$ cat src/design/itemMap_defs.svh
// item map limits, grid geometry, field widths and random generator constants
`ifndef ITEM_MAP_DEFS_SVH
`define ITEM_MAP_DEFS_SVH

// map capacity
`define ITEM_MAX_ITEMS 30

// index and quantity widths
`define ITEM_INDEX_W 5
`define ITEM_QTY_W 5

// record position fields, fixed point
`define ITEM_LEFT_W 13
`define ITEM_TOP_W 12

// grid cell pitch in fixed point
`define ITEM_GRID_STEP 256
// columns 0 to 20, rows 0 to 10
`define ITEM_COL_SPAN 20
`define ITEM_ROW_SPAN 10

// sign-magnitude move amount, sign in the top bit
`define ITEM_MOVE_W 11

// 9-bit LCG, multiplier chosen for the full period of 512
`define LCG_SEED 173
`define LCG_MUL 45
`define LCG_INC 181

`endif

$ cat src/design/itemMapPkg.sv
// item map package with the item kind enum, index and quantity types and item record
`include "itemMap_defs.svh"

package itemMapPkg;

    // item kinds, stone first
    typedef enum logic [1:0] {
        kindStone   = 2'd0,
        kindGold    = 2'd1,
        kindDiamond = 2'd2
    } itemKind;

    // slot number in the map
    typedef logic [`ITEM_INDEX_W-1:0] itemIndex;

    // one requested quantity
    typedef logic [`ITEM_QTY_W-1:0] itemQty;

    // 32-bit record, left in the top bits
    typedef struct packed {
        // position, fixed point
        logic [`ITEM_LEFT_W-1:0] left;
        logic [`ITEM_TOP_W-1:0]  top;
        // spare, always zero
        logic [2:0]              spare;
        itemKind                 kind;
        // flags
        logic                    visible;
        logic                    moved;
    } itemRecord;

endpackage

$ cat src/design/lcgRandom.sv
// 9-bit linear congruential random generator stepped on request
`include "itemMap_defs.svh"

module lcgRandom (
    input  logic       clock,
    input  logic       generateEn,
    input  logic       drawReq,
    output logic [8:0] randValue
);

    logic [8:0] nextValue;

    // next = mul * v + inc, mod 512 by truncation
    assign nextValue = randValue * 9'(`LCG_MUL) + 9'(`LCG_INC);

    // seed on reset
    always_ff @(posedge clock or negedge generateEn) begin
        if (!generateEn) begin
            randValue <= 9'(`LCG_SEED);
        end else if (drawReq) begin
            // one step per draw
            randValue <= nextValue;
        end
    end

endmodule

$ cat src/design/placementGenerator.sv
// placement FSM with occupied-cell table, duplicate rejection and kind selection
`include "itemMap_defs.svh"

module placementGenerator
    import itemMapPkg::*;
(
    input  logic       clock,
    input  logic       generateEn,
    input  itemQty     stoneQty,
    input  itemQty     goldQty,
    input  itemQty     diamondQty,
    input  logic [8:0] randValue,
    output logic       drawReq,
    output logic       writeEn,
    output itemIndex   writeIndex,
    output itemRecord  writeRecord,
    output itemIndex   itemCount,
    output logic       generateDone
);

    typedef enum logic [1:0] {
        stateDraw,
        stateCheck,
        stateSave,
        stateDone
    } genState;

    genState    state;
    itemIndex   checkIdx;
    // occupied cells, column over row
    logic [8:0] cellTable [`ITEM_MAX_ITEMS];

    logic [4:0] drawX;
    logic [3:0] drawY;
    logic [4:0] cellCol;
    logic [3:0] cellRow;
    logic [8:0] cellCode;
    logic [5:0] stoneGoldQty;
    logic [6:0] totalQty;
    logic       allPlaced;
    logic       lastCheck;
    logic       cellTaken;
    itemKind    nextKind;

    // upper 5 bits give x, lower 4 give y
    assign {drawX, drawY} = randValue;

    // fold x back into 0..20
    assign cellCol = 5'((drawX >= 5'(`ITEM_COL_SPAN))
                        ? 6'(2 * `ITEM_COL_SPAN) - {1'b0, drawX}
                        : 6'(`ITEM_COL_SPAN) - {1'b0, drawX});
    // fold y back into 0..10
    assign cellRow = 4'((drawY >= 4'(`ITEM_ROW_SPAN))
                        ? 5'(2 * `ITEM_ROW_SPAN) - {1'b0, drawY}
                        : 5'(`ITEM_ROW_SPAN) - {1'b0, drawY});
    assign cellCode = {cellCol, cellRow};

    // quantity sums for kind and end test
    assign stoneGoldQty = 6'(stoneQty) + 6'(goldQty);
    assign totalQty = 7'(stoneGoldQty) + 7'(diamondQty);
    assign allPlaced = ({2'b00, itemCount} == totalQty);

    // one table entry compared per cycle
    assign cellTaken = (cellTable[checkIdx] == cellCode);
    assign lastCheck = ((checkIdx + 1'b1) == itemCount);

    // stones first, then gold, diamonds fill the rest
    always_comb begin
        if (itemCount < stoneQty) begin
            nextKind = kindStone;
        end else if ({1'b0, itemCount} < stoneGoldQty) begin
            nextKind = kindGold;
        end else begin
            nextKind = kindDiamond;
        end
    end

    // record of the current candidate
    always_comb begin
        writeRecord.left    = `ITEM_LEFT_W'(cellCol * `ITEM_GRID_STEP);
        writeRecord.top     = `ITEM_TOP_W'(cellRow * `ITEM_GRID_STEP);
        writeRecord.spare   = '0;
        writeRecord.kind    = nextKind;
        writeRecord.visible = 1'b1;
        writeRecord.moved   = 1'b0;
    end

    // generator steps on the edge that leaves draw
    assign drawReq = (state == stateDraw) && !allPlaced;
    assign writeEn = (state == stateSave);
    assign writeIndex = itemCount;
    assign generateDone = (state == stateDone);

    always_ff @(posedge clock or negedge generateEn) begin
        if (!generateEn) begin
            state     <= stateDraw;
            checkIdx  <= '0;
            itemCount <= '0;
        end else begin
            case (state)
                stateDraw: begin
                    checkIdx <= '0;
                    // empty request ends at once
                    if (allPlaced) begin
                        state <= stateDone;
                    end else if (itemCount == '0) begin
                        // nothing to compare against yet
                        state <= stateSave;
                    end else begin
                        state <= stateCheck;
                    end
                end
                stateCheck: begin
                    if (cellTaken) begin
                        // duplicate, draw again
                        state <= stateDraw;
                    end else if (lastCheck) begin
                        state <= stateSave;
                    end else begin
                        checkIdx <= checkIdx + 1'b1;
                    end
                end
                stateSave: begin
                    itemCount <= itemCount + 1'b1;
                    if (({2'b00, itemCount} + 7'd1) == totalQty) begin
                        state <= stateDone;
                    end else begin
                        state <= stateDraw;
                    end
                end
                default: begin
                    // done holds until reset
                    state <= stateDone;
                end
            endcase
        end
    end

    // table entry goes in with the record
    always_ff @(posedge clock) begin
        if (writeEn) begin
            cellTable[itemCount] <= cellCode;
        end
    end

endmodule

$ cat src/design/itemStore.sv
// item record array with generation write port, move update and read port
`include "itemMap_defs.svh"

module itemStore
    import itemMapPkg::*;
(
    input  logic                    clock,
    input  logic                    generateEn,
    input  logic                    generateDone,
    input  logic                    writeEn,
    input  itemIndex                writeIndex,
    input  itemRecord               writeRecord,
    input  logic                    moveEn,
    input  itemIndex                moveIndex,
    input  logic [`ITEM_MOVE_W-1:0] moveX,
    input  logic [`ITEM_MOVE_W-1:0] moveY,
    input  logic                    moveState,
    input  logic                    visible,
    input  itemIndex                readIndex,
    output itemRecord               readRecord
);

    itemRecord               records [`ITEM_MAX_ITEMS];
    itemRecord               moveSource;
    itemRecord               moveResult;
    logic [`ITEM_LEFT_W-1:0] leftStep;
    logic [`ITEM_TOP_W-1:0]  topStep;
    logic                    moveHit;
    logic                    readHit;

    // moves only after generation, and only to real slots
    assign moveHit = moveEn && generateDone
                     && (moveIndex < `ITEM_INDEX_W'(`ITEM_MAX_ITEMS));
    assign readHit = (readIndex < `ITEM_INDEX_W'(`ITEM_MAX_ITEMS));

    // magnitudes, sign bit dropped
    assign leftStep = `ITEM_LEFT_W'(moveX[`ITEM_MOVE_W-2:0]);
    assign topStep = `ITEM_TOP_W'(moveY[`ITEM_MOVE_W-2:0]);

    assign moveSource = records[moveIndex];

    // position wraps in field width, kind kept
    always_comb begin
        moveResult = moveSource;
        if (moveX[`ITEM_MOVE_W-1]) begin
            moveResult.left = moveSource.left - leftStep;
        end else begin
            moveResult.left = moveSource.left + leftStep;
        end
        if (moveY[`ITEM_MOVE_W-1]) begin
            moveResult.top = moveSource.top - topStep;
        end else begin
            moveResult.top = moveSource.top + topStep;
        end
        // flags overwritten
        moveResult.moved   = moveState;
        moveResult.visible = visible;
    end

    always_ff @(posedge clock or negedge generateEn) begin
        if (!generateEn) begin
            for (int i = 0; i < `ITEM_MAX_ITEMS; i++) begin
                records[i] <= '0;
            end
        end else if (writeEn) begin
            // placement save
            records[writeIndex] <= writeRecord;
        end else if (moveHit) begin
            records[moveIndex] <= moveResult;
        end
    end

    // combinational read, zero past the last slot
    assign readRecord = readHit ? records[readIndex] : '0;

endmodule

$ cat src/design/itemMapTop.sv
// item map top level joining random generator, placement FSM and record store
`include "itemMap_defs.svh"

module itemMapTop
    import itemMapPkg::*;
(
    input  logic                    clock,
    input  logic                    generateEn,
    input  itemQty                  stoneQty,
    input  itemQty                  goldQty,
    input  itemQty                  diamondQty,
    input  logic                    moveEn,
    input  itemIndex                moveIndex,
    input  logic [`ITEM_MOVE_W-1:0] moveX,
    input  logic [`ITEM_MOVE_W-1:0] moveY,
    input  logic                    moveState,
    input  logic                    visible,
    input  itemIndex                readIndex,
    output itemRecord               readRecord,
    output itemIndex                itemCount,
    output logic                    generateDone
);

    // generator handshake
    logic       drawReq;
    logic [8:0] randValue;
    // placement write port
    logic       writeEn;
    itemIndex   writeIndex;
    itemRecord  writeRecord;

    lcgRandom randomGen (
        .clock     (clock),
        .generateEn(generateEn),
        .drawReq   (drawReq),
        .randValue (randValue)
    );

    placementGenerator placement (
        .clock       (clock),
        .generateEn  (generateEn),
        .stoneQty    (stoneQty),
        .goldQty     (goldQty),
        .diamondQty  (diamondQty),
        .randValue   (randValue),
        .drawReq     (drawReq),
        .writeEn     (writeEn),
        .writeIndex  (writeIndex),
        .writeRecord (writeRecord),
        .itemCount   (itemCount),
        .generateDone(generateDone)
    );

    // store takes moves once generateDone is up
    itemStore store (
        .clock       (clock),
        .generateEn  (generateEn),
        .generateDone(generateDone),
        .writeEn     (writeEn),
        .writeIndex  (writeIndex),
        .writeRecord (writeRecord),
        .moveEn      (moveEn),
        .moveIndex   (moveIndex),
        .moveX       (moveX),
        .moveY       (moveY),
        .moveState   (moveState),
        .visible     (visible),
        .readIndex   (readIndex),
        .readRecord  (readRecord)
    );

endmodule

$ cat config.mk
export PLATFORM = sky130hd
export DESIGN_NAME = itemMapTop
export DESIGN_NICKNAME = d
export VERILOG_FILES = /design/src/design/itemMapPkg.sv /design/src/design/lcgRandom.sv /design/src/design/placementGenerator.sv /design/src/design/itemStore.sv /design/src/design/itemMapTop.sv
export VERILOG_INCLUDE_DIRS = /design/src /design/src/design
export SDC_FILE = /design/constraint.sdc
export NUM_CORES = 2
export LEC_CHECK = 0
export BUFFER_PORTS_ARGS = -buffer_cell sky130_fd_sc_hd__buf_2
export CAP_MARGIN = 20
export CORE_UTILIZATION = 55
export CTS_CLUSTER_DIAMETER = 40
export CTS_CLUSTER_SIZE = 16
export DETAILED_ROUTE_END_ITERATION = 16
export PLACE_DENSITY = 0.71
export SYNTH_ARGS = -nofsm -noshare
export SYNTH_HDL_FRONTEND = slang
export SYNTH_HIERARCHICAL = 1
export SYNTH_SLANG_ARGS = --single-unit
$ cat constraint.sdc
create_clock -name clock -period 8.1 [get_ports clock]
set_clock_uncertainty 0.15 [all_clocks]
set_input_delay 1.215 -clock clock [delete_from_list [all_inputs] [get_ports clock]]
set_output_delay 1.215 -clock clock [all_outputs]
set_load 0.02 [all_outputs]
==> insert_results.sql <==
INSERT INTO impl_metrics (metric_group, metric, value, unit) VALUES
('critical_path', 'worstPathRequired', '8.60', 'ns'),
('sta', 'max_slew_margin', '-0.0724', ''),
('min_path', 'hold_class', 'input pin to asynchronous set/reset pin', ''),
('sta', 'slew_violations', '60', ''),
('flow_run', 'drv.max_cap_violation_count', '0', ''),
('sta', 'fin_hold_ws', '0.234', 'ns'),
('clock_network', 'cts_hold_buf', '0', ''),
('clock_network', 'clock_pin_slew_reported_for_the_worst_setup_and_hold_paths_after_clock_tree_synthesis', '0.06', 'ns'),
('critical_path', 'max_fanout_on_critical_path', '29', ''),
('cells_and_area', 'ratio_of_cells_with_drive_above_1_in_the_final_layout', '0.198', ''),
('drt', 'viasPerCell', '7.66', ''),
('critical_path', 'worst_setup_path_start_kind', 'input pin', ''),
('clock_network', 'cts.root.buffer_cell', 'sky130_fd_sc_hd__clkbuf_16', ''),
('global_routing', 'grt_start_max_net_pins', '176', ''),
('drt', 'drcViolationCount', '0', ''),
('placed_design', 'place_congestion', '1.01', ''),
('outcome', 'failed_checks', 'slew limit', ''),
('synthesis', 'synth.ff_latch_count', '1251', ''),
('die', 'placement_rows', '133', ''),
('cells_and_area', 'number_of_fillers_in_the_final_layout', '10400', ''),
('synthesis', 'dominantRegCellSynth', 'sky130_fd_sc_hd__dfrtp_1', ''),
('die', 'core_region_area', '0.132', 'mm2'),
('critical_path', 'rr_endpoint', 'store/records[306]$_DFFE_PN0P_', ''),
('sta', 'min_period', '6.18', 'ns'),
('outcome', 'outcome', 'finished with violations', ''),
('clock_network', 'cts-root-to-sink-buffers', '3', ''),
('clock_network', 'post_cts.repair.setup_buffers', '0', ''),
('synthesis', 'syn_inst', '6772', ''),
('die', 'die_height', '367', 'um'),
('synthesis', 'async_flop_share', '0.784', ''),
('drt', 'wl_per_cell', '34.9', 'um'),
('synthesis', 'share_of_the_yosys_chip_area_belonging_to_registers', '0.446', ''),
('synthesis', 'yosys.cell_types.count', '95', ''),
('placed_design', 'hpwlAfterDp', '180000', 'um'),
('synthesis', 'synth.top_cell.area_share', '0.333', ''),
('global_routing', 'grt_first_pass_wirelength', '424000', 'um'),
('sta', 'hold_vio_cnt_final', '0', ''),
('sta', 'finalSetupViolCount', '0', ''),
('critical_path', 'ff2ff_path_depth', '14', ''),
('cells_and_area', 'areaGrowthSynthToFinish', '11.1', '%'),
('sta', 'grt_setup_unrepaired', 'false', ''),
('drt', 'route.vias.total', '64400', ''),
('critical_path', 'regToRegStartpoint', 'store/records[232]$_DFFE_PN0P_', ''),
('die', 'ioPinCount', '90', ''),
('global_routing', 'total_routing_resource_utilization_after_global_routing', '0.429', ''),
('placed_design', 'io_buffers', '89', ''),
('global_routing', 'number_of_global_route_vias_before_repair', '62100', ''),
('drt', 'postRouteWirelength', '293000', 'um'),
('critical_path', 'cp.arrival', '6.68', 'ns'),
('global_routing', 'grt_overflow', '0', ''),
('global_routing', 'grt_antenna_before_repair', '16', ''),
('clock_network', 'worstSkewPairLatency', '0.83', 'ns'),
('sta', 'max_clock_freq', '0.162', 'GHz'),
('critical_path', 'crit_path_capture_type', 'flop', ''),
('synthesis', 'netlist_area', '0.0733', 'mm2'),
('sta', 'layout_worst_path_cycle_share', '0.763', ''),
('synthesis', 'synth.yosys.warnings', '6', ''),
('drt', 'ant_nets', '0', ''),
('synthesis', 'synthesis.area_per_instance', '10.8', 'um2'),
('clock_network', 'cts_num_sinks', '1251', ''),
('die', 'die-width', '367', 'um'),
('clock_network', 'cts_tree', 'yes', ''),
('clock_network', 'clock_h_tree_levels', '4', ''),
('die', 'floorplan.initialDensity', '0.556', ''),
('clock_network', 'cts-buffers-inserted', '176', ''),
('synthesis', 'synth_enable_flop_cells', '270', ''),
('power', 'pwr_density_cell', '236', 'mW/mm2'),
('clock_network', 'ctsResizeCount', '0', ''),
('sta', 'worst_slew_pin_slew', '1.61', 'ns'),
('drt', 'drt_iter0_drc', '11600', ''),
('cells_and_area', 'fin_util', '0.618', ''),
('sta', 'tns', '0', 'ns'),
('power', 'peakVddDrop', '0.000223', 'V'),
('power', 'p_leak', '30.6', 'nW'),
('power', 'power.total', '19.2', 'mW'),
('critical_path', 'crit_type', 'input pin to flop', ''),
('die', 'fp.dieArea', '0.135', 'mm2'),
('critical_path', 'rrSetupSlack', '2.78', 'ns'),
('synthesis', 'ys_top_cells_by_area', 'sky130_fd_sc_hd__dfrtp_1 33%, sky130_fd_sc_hd__mux4_2 15%, sky130_fd_sc_hd__edfxtp_1 11%', ''),
('drt', 'drt_pass1_iterations', '10', ''),
('synthesis', 'synth.largest_area_cell', 'sky130_fd_sc_hd__dfrtp_1', ''),
('cells_and_area', 'design.final.nets', '6623', '');
critical path: stages:
cell	delay [ns]
sky130_fd_sc_hd__buf_2	0.62
sky130_fd_sc_hd__nand2_1	0.34
sky130_fd_sc_hd__nor2_4	0.74
sky130_fd_sc_hd__a21oi_1	0.23
sky130_fd_sc_hd__o211ai_1	0.19
sky130_fd_sc_hd__a21oi_1	0.19
sky130_fd_sc_hd__inv_1	0.12
sky130_fd_sc_hd__ha_1	0.22
sky130_fd_sc_hd__nor2b_1	0.14
sky130_fd_sc_hd__o31a_1	0.31
sky130_fd_sc_hd__o41a_1	0.36
sky130_fd_sc_hd__a311o_1	0.42
sky130_fd_sc_hd__o31ai_1	0.73
sky130_fd_sc_hd__xor2_2	0.16
sky130_fd_sc_hd__buf_4	0.45
sky130_fd_sc_hd__o221ai_1	0.20
per-layer routing:
metal	part of all wire	vias to the layer above	GRT usage
li1	-	25200	-
met1	0.33	31500	0.530
met2	0.42	6001	0.603
met3	0.16	1625	0.193
met4	0.080	22	0.289
met5	0.0014	-	0.0139
registers in the layout, indices dropped and copies added, names as in the netlist:
name and flops:
placement/state 2, randomGen/randValue 9, placement/itemCount 5, store/records 960
placement/cellTable 270, placement/checkIdx 5
per-stage QoR:
step	setup WS [ns]	cell area, um2	cells
6_report	1.92	81400	8401
5_1_grt	1.78	81400	8400
4_1_cts	2.11	81200	8388
3_5_place_dp	1.27	75000	8057
3_3_place_gp	1.31	74900	8054
2_1_floorplan	2.25	73300	6791
cell usage in the layout, fill, tap and decap left out, types with 28 or more instances in the layout:
| cell type | count |
|---|---|
| sky130_fd_sc_hd__dfrtp_1 | 975 |
| sky130_fd_sc_hd__nand2_1 | 819 |
| sky130_fd_sc_hd__nor2_1 | 584 |
| sky130_fd_sc_hd__o21ai_0 | 580 |
| sky130_fd_sc_hd__mux4_2 | 472 |
| sky130_fd_sc_hd__a22oi_1 | 349 |
| sky130_fd_sc_hd__edfxtp_1 | 270 |
| sky130_fd_sc_hd__a221oi_1 | 217 |
| sky130_fd_sc_hd__o221ai_1 | 216 |
| sky130_fd_sc_hd__mux2i_1 | 208 |
| sky130_fd_sc_hd__buf_4 | 199 |
| sky130_fd_sc_hd__clkbuf_16 | 181 |
| sky130_fd_sc_hd__o21a_1 | 138 |
| sky130_fd_sc_hd__o22a_1 | 121 |
| sky130_fd_sc_hd__a21oi_1 | 116 |
| sky130_fd_sc_hd__inv_1 | 89 |
| sky130_fd_sc_hd__a32oi_1 | 87 |
| sky130_fd_sc_hd__buf_2 | 82 |
| sky130_fd_sc_hd__ha_1 | 69 |
| sky130_fd_sc_hd__nor2_2 | 57 |
| sky130_fd_sc_hd__mux2_2 | 53 |
| sky130_fd_sc_hd__xnor2_1 | 46 |
| sky130_fd_sc_hd__o22ai_1 | 46 |
| sky130_fd_sc_hd__and2_1 | 33 |
| sky130_fd_sc_hd__nand2b_1 | 30 |
| sky130_fd_sc_hd__inv_6 | 28 |
kinds of logic after synthesis:
logic type | count (synthesis) | share of synthesized area
AO/OA/AOI/OAI | 2021 | 0.196
AND/OR/NAND/NOR | 1709 | 0.0967
flip-flops | 1251 | 0.446
buffers and inverters | 883 | 0.0509
multiplexers | 743 | 0.185
adder cells (fa/ha/maj) | 82 | 0.0153
XOR/XNOR | 81 | 0.00997
other | 2 | 0.000103
layout make-up:
class	count	area (um2)	area share
multi-input cells	4657	37400	0.460
clock buffers	214	4800	0.0590
diodes	4	10.0	0.000123
inverters	90	338	0.00415
clock inverters	117	1450	0.0178
flip-flops and latches	1251	32700	0.401
well taps	1755	2200	0.0270
repair buffers	313	2500	0.0308
synthesized netlist by cell type, drive strengths merged, types with 6 or more instances:
library cell and n:
a2111oi 6, xor2 19, nand3b 10, mux4 481, nor3 27, edfxtp 270
nor2b 26, nand3 24, mux2i 208, a211oi 14, a22oi 363, o21ai 582
o22a 121, and3 13, a221oi 217, nand2 819, o21a 138, o22ai 47
o221ai 226, a31oi 13, nor4 11, and4 6, o211ai 16, clkbuf 590
mux2 54, a32oi 87, ha 69, fa 13, nand4 16, a21o 6
nand2b 30, buf 203, dfrtp 976, or3 9, and2 42, a21oi 118
nor2 648, xnor2 61, or2 7, o2111ai 13, inv 89
power breakdown:
group          leakage (nW)  internal, mW  switching [mW]  total (mW)
clock network          3.03          4.93            3.25        8.18
registers              15.0          7.03           0.493        7.52
logic                  12.6          1.40            2.10        3.50
worst max path at each step:
stage / from / slack [ns] / endpoint / cells after the start
4_1_cts: moveIndex[0] / 2.11 / store/records[306]$_DFFE_PN0P_ / 14
3_3_place_gp: moveIndex[0] / 1.31 / store/records[210]$_DFFE_PN0P_ / 14
5_1_grt: moveIndex[0] / 1.78 / store/records[306]$_DFFE_PN0P_ / 15
2_1_floorplan: moveIndex[1] / 2.25 / store/records[626]$_DFFE_PN0P_ / 19
6_report: moveIndex[2] / 1.92 / store/records[306]$_DFFE_PN0P_ / 16
3_5_place_dp: moveIndex[0] / 1.27 / store/records[274]$_DFFE_PN0P_ / 14
(Power assumes the default switching activity.)
